## src/rvConsts.svh

```systemverilog
// widths, opcodes, ALU control codes and fixed words for the RV32I core; include where needed
`ifndef RV_CONSTS_SVH
`define RV_CONSTS_SVH

// ============================================================
// widths
// ============================================================
`define RV_XLEN     32
`define RV_REG_AW   5
`define RV_PC_W     30

// word-address step of the PC
`define RV_PC_STEP  30'd1

// ADDI x0,x0,0
`define RV_NOP      32'h0000_0013

// ============================================================
// major opcodes, instruction bits 6:2
// ============================================================
`define RV_OPC_OP     5'b01100
`define RV_OPC_OPIMM  5'b00100

// ============================================================
// ALU control, {funct7[5], funct3}
// ============================================================
`define RV_ALU_ADD  4'b0000
`define RV_ALU_SUB  4'b1000
`define RV_ALU_SLT  4'b0010
`define RV_ALU_XOR  4'b0100
`define RV_ALU_OR   4'b0110
`define RV_ALU_AND  4'b0111
`define RV_ALU_SLL  4'b0001
`define RV_ALU_SRL  4'b0101
`define RV_ALU_SRA  4'b1101

`endif

```

## src/rvPkg.sv

```systemverilog
// shared types of the RV32I core; referenced by scoped name, never imported
`default_nettype none

`include "rvConsts.svh"

package rvPkg;

    // register-register view
    typedef struct packed {
        logic [6:0]            funct7;
        logic [`RV_REG_AW-1:0] rs2;
        logic [`RV_REG_AW-1:0] rs1;
        logic [2:0]            funct3;
        logic [`RV_REG_AW-1:0] rd;
        logic [6:0]            opcode;
    } instR_t;

    // register-immediate view
    typedef struct packed {
        logic [11:0]           imm12;
        logic [`RV_REG_AW-1:0] rs1;
        logic [2:0]            funct3;
        logic [`RV_REG_AW-1:0] rd;
        logic [6:0]            opcode;
    } instI_t;

    // one fetched word, two decodings
    typedef union packed {
        instR_t rType;
        instI_t iType;
    } instWord_t;

endpackage

`default_nettype wire

```

## src/executeStage.sv

```systemverilog
// execute stage: operand forwarding, ALU and the execute/writeback register feeding the trace
`default_nettype none

`include "rvConsts.svh"

module executeStage (
    input  wire                     clk,
    input  wire                     rst_n,
    input  wire                     icStall,
    input  wire                     exRegWrite,
    input  wire                     exUseImm,
    input  wire  [3:0]              exAluCtrl,
    input  wire  [`RV_XLEN-1:0]     exImm,
    input  wire  [`RV_XLEN-1:0]     exOpA,
    input  wire  [`RV_XLEN-1:0]     exOpB,
    input  wire  [`RV_REG_AW-1:0]   exRd,
    input  wire  [`RV_REG_AW-1:0]   exRs1,
    input  wire  [`RV_REG_AW-1:0]   exRs2,
    output logic                    wbValid,
    output logic [`RV_REG_AW-1:0]   wbRd,
    output logic [`RV_XLEN-1:0]     wbData
);

    logic                wbWrReg;
    logic                fwdA;
    logic                fwdB;
    logic [`RV_XLEN-1:0] opA;
    logic [`RV_XLEN-1:0] regB;
    logic [`RV_XLEN-1:0] opB;
    logic [`RV_XLEN:0]   diff;
    logic [4:0]          shamt;
    logic [`RV_XLEN-1:0] aluOut;

    // ============================================================
    // forwarding from the writeback register
    // ============================================================

    assign fwdA = wbWrReg && (wbRd != '0) && (wbRd == exRs1);
    assign fwdB = wbWrReg && (wbRd != '0) && (wbRd == exRs2);

    assign opA  = fwdA ? wbData : exOpA;
    assign regB = fwdB ? wbData : exOpB;
    assign opB  = exUseImm ? exImm : regB;

    // ============================================================
    // ALU
    // ============================================================

    // sign-extended so bit 32 is the signed less-than
    assign diff  = {opA[`RV_XLEN-1], opA} - {opB[`RV_XLEN-1], opB};
    assign shamt = opB[4:0];

    always_comb begin
        case (exAluCtrl)
            `RV_ALU_ADD: aluOut = opA + opB;
            `RV_ALU_SUB: aluOut = diff[`RV_XLEN-1:0];
            `RV_ALU_SLT: aluOut = {{(`RV_XLEN - 1){1'b0}}, diff[`RV_XLEN]};
            `RV_ALU_XOR: aluOut = opA ^ opB;
            `RV_ALU_OR:  aluOut = opA | opB;
            `RV_ALU_AND: aluOut = opA & opB;
            `RV_ALU_SLL: aluOut = opA << shamt;
            `RV_ALU_SRL: aluOut = opA >> shamt;
            `RV_ALU_SRA: aluOut = $signed(opA) >>> shamt;
            default:     aluOut = '0;
        endcase
    end

    // ============================================================
    // execute/writeback register
    // ============================================================

    always_ff @(posedge clk or negedge rst_n) begin
        if (!rst_n) begin
            wbWrReg <= 1'b0;
            wbRd    <= '0;
        end else if (!icStall) begin
            wbWrReg <= exRegWrite;
            wbRd    <= exRd;
        end
    end

    always_ff @(posedge clk) begin
        if (!icStall) begin
            wbData <= aluOut;
        end
    end

    // held result retires once, on the first free cycle
    assign wbValid = wbWrReg && !icStall;

    // decoder must turn every unknown code into a bubble
    aluCodeKnown: assert property (
        @(posedge clk) disable iff (!rst_n)
        exRegWrite |-> exAluCtrl inside {`RV_ALU_ADD, `RV_ALU_SUB, `RV_ALU_SLT,
                                         `RV_ALU_XOR, `RV_ALU_OR,  `RV_ALU_AND,
                                         `RV_ALU_SLL, `RV_ALU_SRL, `RV_ALU_SRA}
    ) else $error("write enabled with unknown ALU code %b", exAluCtrl);

endmodule

`default_nettype wire

```

## src/fetchUnit.sv

```systemverilog
// fetch stage: PC, instruction-memory address, byte reversal and the fetch/decode register
`default_nettype none

`include "rvConsts.svh"

module fetchUnit (
    input  wire                      clk,
    input  wire                      rst_n,
    input  wire                      icStall,
    input  wire  [`RV_XLEN-1:0]      icRdata,
    output logic [`RV_PC_W-1:0]      icAddr,
    output rvPkg::instWord_t         ifInst
);

    logic [`RV_PC_W-1:0] pc;
    // address whose data sits on icRdata this cycle
    logic [`RV_PC_W-1:0] lastAddr;
    logic                fetchValid;
    logic [`RV_XLEN-1:0] swapped;

    // memory word is stored byte-reversed
    assign swapped = {icRdata[7:0], icRdata[15:8], icRdata[23:16], icRdata[31:24]};

    // re-issue the pending address while frozen
    assign icAddr = icStall ? lastAddr : pc;

    always_ff @(posedge clk or negedge rst_n) begin
        if (!rst_n) begin
            pc         <= '0;
            lastAddr   <= '0;
            fetchValid <= 1'b0;
            ifInst     <= `RV_NOP;
        end else if (!icStall) begin
            pc         <= pc + `RV_PC_STEP;
            lastAddr   <= pc;
            fetchValid <= 1'b1;
            // nothing was requested before the first edge
            if (fetchValid) begin
                ifInst <= swapped;
            end else begin
                ifInst <= `RV_NOP;
            end
        end
    end

    // ============================================================
    // checks
    // ============================================================

    // memory must keep seeing the same address through a freeze
    icAddrHeld: assert property (
        @(posedge clk) disable iff (!rst_n)
        icStall |-> $stable(icAddr)
    ) else $error("icAddr moved during a stall");

endmodule

`default_nettype wire

```

## src/instDecoder.sv

```systemverilog
// decode stage: opcode decode, ALU control, immediate and the decode/execute control register
`default_nettype none

`include "rvConsts.svh"

module instDecoder (
    input  wire                         clk,
    input  wire                         rst_n,
    input  wire                         icStall,
    input  rvPkg::instWord_t            ifInst,
    output logic                        exRegWrite,
    output logic                        exUseImm,
    output logic [3:0]                  exAluCtrl,
    output logic [`RV_XLEN-1:0]         exImm,
    output logic [`RV_REG_AW-1:0]       exRd,
    output logic [`RV_REG_AW-1:0]       exRs1,
    output logic [`RV_REG_AW-1:0]       exRs2
);

    logic                isOp;
    logic                isOpImm;
    logic                useF7;
    logic                ctrlLegal;
    logic                regWrite;
    logic [3:0]          aluCtrl;
    logic [`RV_XLEN-1:0] imm;

    // ============================================================
    // opcode and ALU control
    // ============================================================

    assign isOp    = (ifInst.rType.opcode == {`RV_OPC_OP, 2'b11});
    assign isOpImm = (ifInst.rType.opcode == {`RV_OPC_OPIMM, 2'b11});

    // immediate forms only look at bit 30 for SRAI
    assign useF7   = isOp || (ifInst.rType.funct3 == 3'b101);
    assign aluCtrl = {useF7 & ifInst.rType.funct7[5], ifInst.rType.funct3};

    always_comb begin
        case (aluCtrl)
            `RV_ALU_ADD, `RV_ALU_SUB, `RV_ALU_SLT,
            `RV_ALU_XOR, `RV_ALU_OR,  `RV_ALU_AND,
            `RV_ALU_SLL, `RV_ALU_SRL, `RV_ALU_SRA: ctrlLegal = 1'b1;
            default:                               ctrlLegal = 1'b0;
        endcase
    end

    // writes to x0 retire silently, so the reset NOP never reaches the trace
    assign regWrite = (isOp || isOpImm) && ctrlLegal && (ifInst.rType.rd != '0);

    // sign-extended I immediate
    assign imm = {{(`RV_XLEN - 12){ifInst.iType.imm12[11]}}, ifInst.iType.imm12};

    // ============================================================
    // decode/execute register
    // ============================================================

    always_ff @(posedge clk or negedge rst_n) begin
        if (!rst_n) begin
            exRegWrite <= 1'b0;
            exUseImm   <= 1'b0;
            exAluCtrl  <= `RV_ALU_ADD;
            exRd       <= '0;
            exRs1      <= '0;
            exRs2      <= '0;
        end else if (!icStall) begin
            exRegWrite <= regWrite;
            exUseImm   <= isOpImm;
            exAluCtrl  <= aluCtrl;
            exRd       <= ifInst.rType.rd;
            exRs1      <= ifInst.rType.rs1;
            exRs2      <= ifInst.rType.rs2;
        end
    end

    // immediate is payload
    always_ff @(posedge clk) begin
        if (!icStall) begin
            exImm <= imm;
        end
    end

endmodule

`default_nettype wire

```

## src/regFile.sv

```systemverilog
// 32x32 register file with registered reads, write bypass and x0 tied to zero
`default_nettype none

`include "rvConsts.svh"

module regFile (
    input  wire                     clk,
    input  wire                     rst_n,
    input  wire                     icStall,
    input  wire  [`RV_REG_AW-1:0]   rs1,
    input  wire  [`RV_REG_AW-1:0]   rs2,
    input  wire                     wbValid,
    input  wire  [`RV_REG_AW-1:0]   wbRd,
    input  wire  [`RV_XLEN-1:0]     wbData,
    output logic [`RV_XLEN-1:0]     exOpA,
    output logic [`RV_XLEN-1:0]     exOpB
);

    // no storage behind x0
    logic [`RV_XLEN-1:0] regs [1:(1 << `RV_REG_AW) - 1];
    logic [`RV_XLEN-1:0] rdA;
    logic [`RV_XLEN-1:0] rdB;

    function automatic logic [`RV_XLEN-1:0] readReg(input logic [`RV_REG_AW-1:0] addr);
        if (addr == '0) begin
            return '0;
        end
        // same-cycle write wins over the stored value
        if (wbValid && (wbRd == addr)) begin
            return wbData;
        end
        return regs[addr];
    endfunction

    always_comb begin
        rdA = readReg(rs1);
        rdB = readReg(rs2);
    end

    always_ff @(posedge clk) begin
        if (wbValid && (wbRd != '0)) begin
            regs[wbRd] <= wbData;
        end
    end

    always_ff @(posedge clk or negedge rst_n) begin
        if (!rst_n) begin
            exOpA <= '0;
            exOpB <= '0;
        end else if (!icStall) begin
            exOpA <= rdA;
            exOpB <= rdB;
        end
    end

    x0ReadsZero: assert property (
        @(posedge clk) disable iff (!rst_n)
        !icStall |=> (($past(rs1) != '0) || (exOpA == '0)) &&
                     (($past(rs2) != '0) || (exOpB == '0))
    ) else $error("registered read of x0 is nonzero");

endmodule

`default_nettype wire

```

## src/rvCore.sv

```systemverilog
// top level of the four-stage RV32I ALU core; instances and wires only
`default_nettype none

`include "rvConsts.svh"

module rvCore (
    input  wire                     clk,
    input  wire                     rst_n,
    output logic [`RV_PC_W-1:0]     icAddr,
    input  wire  [`RV_XLEN-1:0]     icRdata,
    input  wire                     icStall,
    output logic                    wbValid,
    output logic [`RV_REG_AW-1:0]   wbRd,
    output logic [`RV_XLEN-1:0]     wbData
);

    // fetch/decode
    rvPkg::instWord_t ifInst;

    // decode/execute
    logic                  exRegWrite;
    logic                  exUseImm;
    logic [3:0]            exAluCtrl;
    logic [`RV_XLEN-1:0]   exImm;
    logic [`RV_REG_AW-1:0] exRd;
    logic [`RV_REG_AW-1:0] exRs1;
    logic [`RV_REG_AW-1:0] exRs2;
    logic [`RV_XLEN-1:0]   exOpA;
    logic [`RV_XLEN-1:0]   exOpB;

    fetchUnit u_fetch (
        .clk(clk), .rst_n(rst_n), .icStall(icStall),
        .icRdata(icRdata), .icAddr(icAddr), .ifInst(ifInst)
    );

    // decoder and register file both work on the fetched word
    instDecoder u_decode (
        .clk(clk), .rst_n(rst_n), .icStall(icStall), .ifInst(ifInst),
        .exRegWrite(exRegWrite), .exUseImm(exUseImm), .exAluCtrl(exAluCtrl),
        .exImm(exImm), .exRd(exRd), .exRs1(exRs1), .exRs2(exRs2)
    );

    regFile u_regs (
        .clk(clk), .rst_n(rst_n), .icStall(icStall),
        .rs1(ifInst.rType.rs1), .rs2(ifInst.rType.rs2),
        .wbValid(wbValid), .wbRd(wbRd), .wbData(wbData),
        .exOpA(exOpA), .exOpB(exOpB)
    );

    executeStage u_exec (
        .clk(clk), .rst_n(rst_n), .icStall(icStall),
        .exRegWrite(exRegWrite), .exUseImm(exUseImm), .exAluCtrl(exAluCtrl),
        .exImm(exImm), .exOpA(exOpA), .exOpB(exOpB),
        .exRd(exRd), .exRs1(exRs1), .exRs2(exRs2),
        .wbValid(wbValid), .wbRd(wbRd), .wbData(wbData)
    );

endmodule

`default_nettype wire

```

## config.mk

```make
export PLATFORM = sky130hd
export DESIGN_NAME = rvCore
export DESIGN_NICKNAME = d
export VERILOG_FILES = /design/src/rvPkg.sv /design/src/executeStage.sv /design/src/fetchUnit.sv /design/src/instDecoder.sv /design/src/regFile.sv /design/src/rvCore.sv
export VERILOG_INCLUDE_DIRS = /design/src /design/src/src
export SDC_FILE = /design/constraint.sdc
export NUM_CORES = 2
export LEC_CHECK = 0
export BUFFER_PORTS_ARGS = -buffer_cell sky130_fd_sc_hd__buf_2
export CAP_MARGIN = 30
export CORE_UTILIZATION = 40
export CTS_BUF_LIST = sky130_fd_sc_hd__clkbuf_4 sky130_fd_sc_hd__clkbuf_8
export CTS_CLUSTER_DIAMETER = 100
export DETAILED_ROUTE_END_ITERATION = 6
export PLACE_DENSITY = 0.65
export RECOVER_POWER = 50
export SETUP_SLACK_MARGIN = 0.4
export SLEW_MARGIN = 25
export SYNTH_ARGS = -nofsm -noshare
export SYNTH_HDL_FRONTEND = slang
export SYNTH_SLANG_ARGS = --single-unit
```

## constraint.sdc

```tcl
create_clock -name clk -period 5.95 [get_ports clk]
set_clock_uncertainty 0.2 [all_clocks]
set_input_delay 0.2975 -clock clk [delete_from_list [all_inputs] [get_ports clk]]
set_output_delay 0.2975 -clock clk [all_outputs]
set_load 0.02 [all_outputs]
```

## Yosys cells after proc, flatten, opt, wreduce, memory -nomap -nowiden

Memory sizes are Yosys's and may differ from the RTL's.
Cells that the tools add are included.

- Register bits after elaboration: 228
- RAM bits: 992
- ROM bits: 16
- Output and inout port bits: 68
- Word-level logic and storage cells: 82
- Memories kept: 2

- Add/subtract/negate cells: 3
- Equal/unequal tests: 15
- Shift operators: 3
- Mux-type cells: 22
- Bitwise operators: 4
- Reductions and logical operators: 17

Memories:

| name | depth | width | rd ports | clocked after Yosys merged registers in | wr ports | line | text |
|---|---|---|---|---|---|---|---|
| u_regs.regs | 31 | 32 | 2 | 0 | 1 | regFile.sv:20 | `` logic [`RV_XLEN-1:0] regs [1:(1 << `RV_REG_AW) - 1]; `` |
| (name not given) | 16 | 1 | 1 | 0 | 0 | instDecoder.sv:40 | `case (aluCtrl)` |

Operators by type and width:

| operator | count |
|---|---|
| 32-bit 2-to-1 mux | 12 |
| 32-bit case mux with 9 select lines | 1 |
| 32-bit by 32-bit subtractor with 33-bit output | 1 |
| 32-bit adder | 1 |
| 32-bit AND | 1 |
| 32-bit bitwise OR | 1 |
| 32-bit by 5-bit << shifter with 32-bit output | 1 |
| 32-bit by 5-bit right shift with 32-bit output | 1 |
| 32-bit by 5-bit >>> shifter with 32-bit output | 1 |
| 32-bit bitwise XOR | 1 |
| 30-bit by 1-bit adder with 30-bit output, second input constant | 1 |
| 30-bit 2-to-1 mux | 1 |
| 5-bit == test | 4 |
| 4-bit by 3-bit == test with 1-bit output, second input constant | 4 |
| 5-bit logical NOT | 2 |
| 5-bit nonzero test | 2 |
| 1-bit logical AND | 9 |
| 4-bit == test, second input constant | 2 |
| 1-bit 2-to-1 mux | 8 |
| 7-bit by 5-bit == test with 1-bit output, second input constant | 1 |
| 7-bit by 6-bit == test with 1-bit output, second input constant | 1 |
| 4-bit by 1-bit == test with 1-bit output, second input constant | 1 |
| 4-bit by 2-bit == test with 1-bit output, second input constant | 1 |
| 4-bit logical NOT | 1 |
| 4 further kinds | 5 |

## Longest topological paths before layout

- Word-level depth: 7
- Depth in mapped cells: 23
- Depth with buffers taken out: 19

## Modules after synthesis

A second synthesis with hierarchy kept.

- Cells, all modules: 4698
- Area total of the unflattened synthesis: 65051.1 um^2

Modules (own cells, without submodules):

| module | instances | cells each | area an instance (um^2) |
|---|---|---|---|
| regFile | 1 | 2772 | 48820.6 |
| executeStage | 1 | 1505 | 10978.0 |
| fetchUnit | 1 | 327 | 3887.5 |
| instDecoder | 1 | 94 | 1365.1 |

## Worst setup path after synthesis

Ideal clock, no wire load.

- Path kind: register -> register
- Start point: register u_exec.wbRd[4]
- End point: register u_exec.wbData[29] (data pin)
- Library setup time: 0.265 ns
- Data arrival time: 5.586 ns
- Slack: -0.101 ns
- Cell stages (with the launch flop): 23
- Path buffers: 6
- Path through: dfrtp_1 or3_1 buf_2 o311a_1 buf_2 nand2_1 mux2i_1 o21a_1 clkbuf_1 clkbuf_1 clkbuf_1 ha_1 clkbuf_1 and2_1 or3b_2 a2111o_1 nand3_1 nand4_1 a211oi_1 o31ai_1 a31o_2 o32a_1 or3_1

- Word-level cells in the longest chain between the ends: 7

Ends and longest elaborated chain:

| what | line | text |
|---|---|---|
| start: declaration | executeStage.sv:20 | `` output logic [`RV_REG_AW-1:0] wbRd, `` |
| start signal: assignment | executeStage.sv:78 | `wbRd <= exRd;` |
| 5-bit nonzero test | executeStage.sv:38, executeStage.sv:39 |  |
| 1-bit logical AND | executeStage.sv:38, executeStage.sv:39 |  |
| 1-bit logical AND | executeStage.sv:39 | `assign fwdB = wbWrReg && (wbRd != '0) && (wbRd == exRs2);` |
| 32-bit 2-to-1 mux | executeStage.sv:42 | `assign regB = fwdB ? wbData : exOpB;` |
| 32-bit 2-to-1 mux | executeStage.sv:43 | `assign opB = exUseImm ? exImm : regB;` |
| 32-bit by 32-bit subtractor with 33-bit output, or another cell as far along | executeStage.sv:50 | `` assign diff = {opA[`RV_XLEN-1], opA} - {opB[`RV_XLEN-1], opB}; `` |
| 32-bit case mux with 9 select lines * | executeStage.sv:54 | `case (exAluCtrl)` |
| named net u_exec.aluOut[29] | executeStage.sv:32 | `` logic [`RV_XLEN-1:0] aluOut; `` |
| end signal: assignment | executeStage.sv:84 | `wbData <= aluOut;` |
| end: declaration | executeStage.sv:21 | `` output logic [`RV_XLEN-1:0] wbData `` |

Mark *: on every way through the listed nets, which the timed path passes. The rest lies on a longest branch.
A chain may end at the register's enable or synchronous reset.

## Final worst setup path

- Start point: register u_exec.wbData[27]
- End point: register u_exec.wbData[18] (data pin)

- Word-level cells in the longest chain between the ends: 3

Ends and longest elaborated chain:

| what | line | text |
|---|---|---|
| 32-bit 2-to-1 mux * | executeStage.sv:41 | `assign opA = fwdA ? wbData : exOpA;` |
| 32-bit by 5-bit >>> shifter with 32-bit output, or another cell as far along | executeStage.sv:63 | `` `RV_ALU_SRA: aluOut = $signed(opA) >>> shamt; `` |
| 32-bit case mux with 9 select lines * | executeStage.sv:54 |  |
| named net u_exec.aluOut[18] | executeStage.sv:32 |  |

Marked as above.

==> impl_metrics.json <==
{
  "cts_sinks": 1220,
  "hold_viol": 0,
  "path_clk_slew_ns": 0.06,
  "drive_gt1_share_pct": 24.8,
  "drv_slew": 1371,
  "synth_top_area_share_pct": 47.7,
  "most-common-layout-cells": "edfxtp_1, mux4_2, nor2_1",
  "worst_setup_path_start_kind": "flop",
  "grt_pass1_wl_um": 343000,
  "htree_levels": 4,
  "drt_iter0_drc": 7190,
  "synth_cell_type_count": 85,
  "violations": "capacitance limit, slew limit",
  "p_int_mw": 17.0,
  "synth_compound_area_share_pct": 11.5,
  "power.share.switching_pct": 35.8,
  "synth_top_flop_cell": "edfxtp_1",
  "crit_type": "reg -> reg",
  "cp.arrival_ns": 6.20,
  "required_ns": 6.51,
  "core_mm2": 0.161,
  "rows": 147,
  "synth_adder_area_share_pct": 1.94,
  "synth-simple-area-share_pct": 6.20,
  "areaGrowthSynthToFinish_pct": 14.4,
  "io_pins": 103,
  "switchingPower_mw": 9.44,
  "avgSynthCellArea_um2": 13.8,
  "fin_setup_tns_ns": 0,
  "netlist_area_mm2": 0.0652,
  "vias": 48000,
  "final_nets": 5131,
  "power.total_mw": 26.4,
  "cts-buffers-inserted": 203,
  "max_cap_viol_count": 35,
  "pwr-share-clk_pct": 28.8,
  "track_usage_pct": 29.0,
  "min-delay-path-class": "reg -> reg",
  "p_seq_share_pct": 40.9,
  "fin_crit_ns": 5.64,
  "grt_overflow": 0,
  "grt_max_degree": 130,
  "start_util_pct": 40.5,
  "place_congestion": 1.06,
  "die_area_mm2": 0.165,
  "final_antenna_net_count": 0,
  "final_common_cell": "edfxtp_1",
  "cts_buffer_depth": 3,
  "synth_area_leader_cell": "edfxtp_1",
  "grt_antenna_before_repair": 15,
  "p_leak_nw": 25.8,
  "setup_viol": 0,
  "worst_pin_slew_ns": 4.09,
  "fill_cells": 14300,
  "clk_latency_ns": 0.96,
  "cts-root-buf": "clkbuf_8",
  "grt_pass1_vias": 46800,
  "post_synth_mux_area_share_pct": 21.8,
  "wl_per_cell_um": 32.9,
  "endpoint_kind": "flop",
  "async_flop_share_pct": 15.1,
  "multi_input_area_mm2": 0.0281,
  "rsz0062_at_grt": "true",
  "ys_ff_latch": 1220,
  "yosys_warnings": 0,
  "synth_top_family_by_area": "multiplexers",
  "drt_pass1_iterations": 6,
  "fmax_mhz": 177,
  "die_w_um": 406,
  "port_buffers": 102,
  "dpl.hpwl_um": 157000,
  "syn_inst": 4730,
  "syn_nets": 4865,
  "vias_per_cell": 6.55,
  "combPwrFrac_pct": 30.3,
  "synthTopCellsByArea": "edfxtp_1, mux4_2, dfrtp_1, mux2i_1, nor2_1",
  "cp_max_fo": 37,
  "ir_drop_uv": 253,
  "cts_tree": "yes",
  "slew_headroom_pct": -173,
  "finalCritPeriodShare_pct": 94.8,
  "die_h_um": 406,
  "synth_edf_count": 1036,
  "drc_errors": 0,
  "status": "finished, violations left",
  "wirelength_um": 241000,
  "register_area_mm2": 0.0357,
  "ys_seq_area_share_pct": 54.8,
  "powerDensity_mw_per_mm2": 354,
  "synth_xor_area_share_pct": 0.914
}
-- cells in the mapped netlist, types with 63 or more instances --
| master | count |
|---|---|
| a211oi_1 | 89 |
| a21oi_1 | 271 |
| a22o_1 | 70 |
| buf_1 | 94 |
| clkbuf_1 | 267 |
| dfrtp_1 | 181 |
| edfxtp_1 | 1036 |
| ha_1 | 98 |
| inv_1 | 98 |
| mux2_2 | 63 |
| mux2i_1 | 306 |
| mux4_2 | 462 |
| nand2_1 | 231 |
| nor2_1 | 415 |
| o21ai_0 | 198 |
| o221ai_1 | 65 |
-- registers in the layout (all words and copies together) (netlist names), 12 cells and up --
signal / count
u_fetch.ifInst: 32
u_fetch.lastAddr: 30
u_exec.wbData: 32
u_fetch.pc: 30
u_decode.exImm: 12
u_regs.exOpB: 32
u_regs.exOpA: 32
u_regs.regs: 992
-- cells by family (layout without fill, tap and decap cells) --
family          count (synthesis)  after routing
compound gates               1104           1104
other cells                     0              9
xor+xnor                       68             68
simple gates                  912            912
buf+inv                       495            917
mux                           831            831
fa+ha+maj                     100            100
flops                        1220           1220
-- critical path: stages (launching register included) --
cell and delay (ns):
edfxtp_1 0.32, clkbuf_1 1.72, nand4_1 0.46, a2111oi_1 0.76
nor2_1 0.25, o22a_1 0.25, and3_1 0.24, a311oi_1 0.66
o41ai_1 0.25, buf_4 0.20, o2111ai_1 0.10
-- path summary, 6_finish.rpt --
check,start,end,slack (ns),cells after the start
max in group asynchronous,rst_n,u_fetch.ifInst[16],1.23,4
min in group asynchronous,rst_n,u_fetch.ifInst[1],0.50,3
worst max register to register,u_exec.wbData[27],u_exec.wbData[18],0.31,10
worst max-delay path,u_exec.wbData[27],u_exec.wbData[18],0.31,10
worst min register to register,u_fetch.ifInst[31],u_decode.exImm[11],0.26,0
worst min-delay path,u_fetch.ifInst[31],u_decode.exImm[11],0.26,0
-- metrics by stage --
step	cells	hold slack [ns]	utilization (%)	cell area (µm²)	setup slack, ns
2_1_floorplan	4730	-0.198	-	65300	0.420
3_3_place_gp	6842	0.123	43.0	69300	0.244
3_5_place_dp	6851	0.136	43.1	69500	0.182
4_1_cts	7299	0.0465	46.2	74500	0.355
5_1_grt	7313	0.277	46.3	74600	0.274
6_report	7321	0.260	46.3	74600	0.308
-- repair_timing --
| item | CTS | global route |
|---|---|---|
| setup endpoints to repair | 5 | 12 |
| gates resized for setup | 5 | 40 |
| pin swaps | 2 | 13 |
| hold endpoints to repair | 274 | 0 |
| hold buffers | 85 | 0 |
| setup buffers | 2 | 11 |
-- layout make-up --
class / instances / area share, %
clock buffers: 280 / 4.60
inverters: 104 / 0.523
well taps: 2160 / 3.62
diodes: 9 / 0.0302
repair buffers: 452 / 4.81
flip-flops and latches: 1220 / 47.9
multi-input cells: 3015 / 37.7
clock inverters: 81 / 0.844
-- power by group through the flow --
stage	sequential (mW)	combinational, mW	clock [mW]
2_1_floorplan	11.0	4.30	0
4_1_cts	10.7	7.72	7.69
6_report	10.8	8.00	7.61
5_1_grt	10.8	8.37	8.04
3_5_place_dp	10.9	7.61	0
3_3_place_gp	10.9	7.60	0
-- per-layer routing --
metal,GRT usage (%),vias to the layer above,wire [µm]
li1,-,19600,-
met1,40.4,24700,96400
met2,43.0,3086,106000
met3,7.95,569,27800
met4,11.1,16,10400
met5,0,-,96
Note: power is estimated with default switching activity, not from simulation.
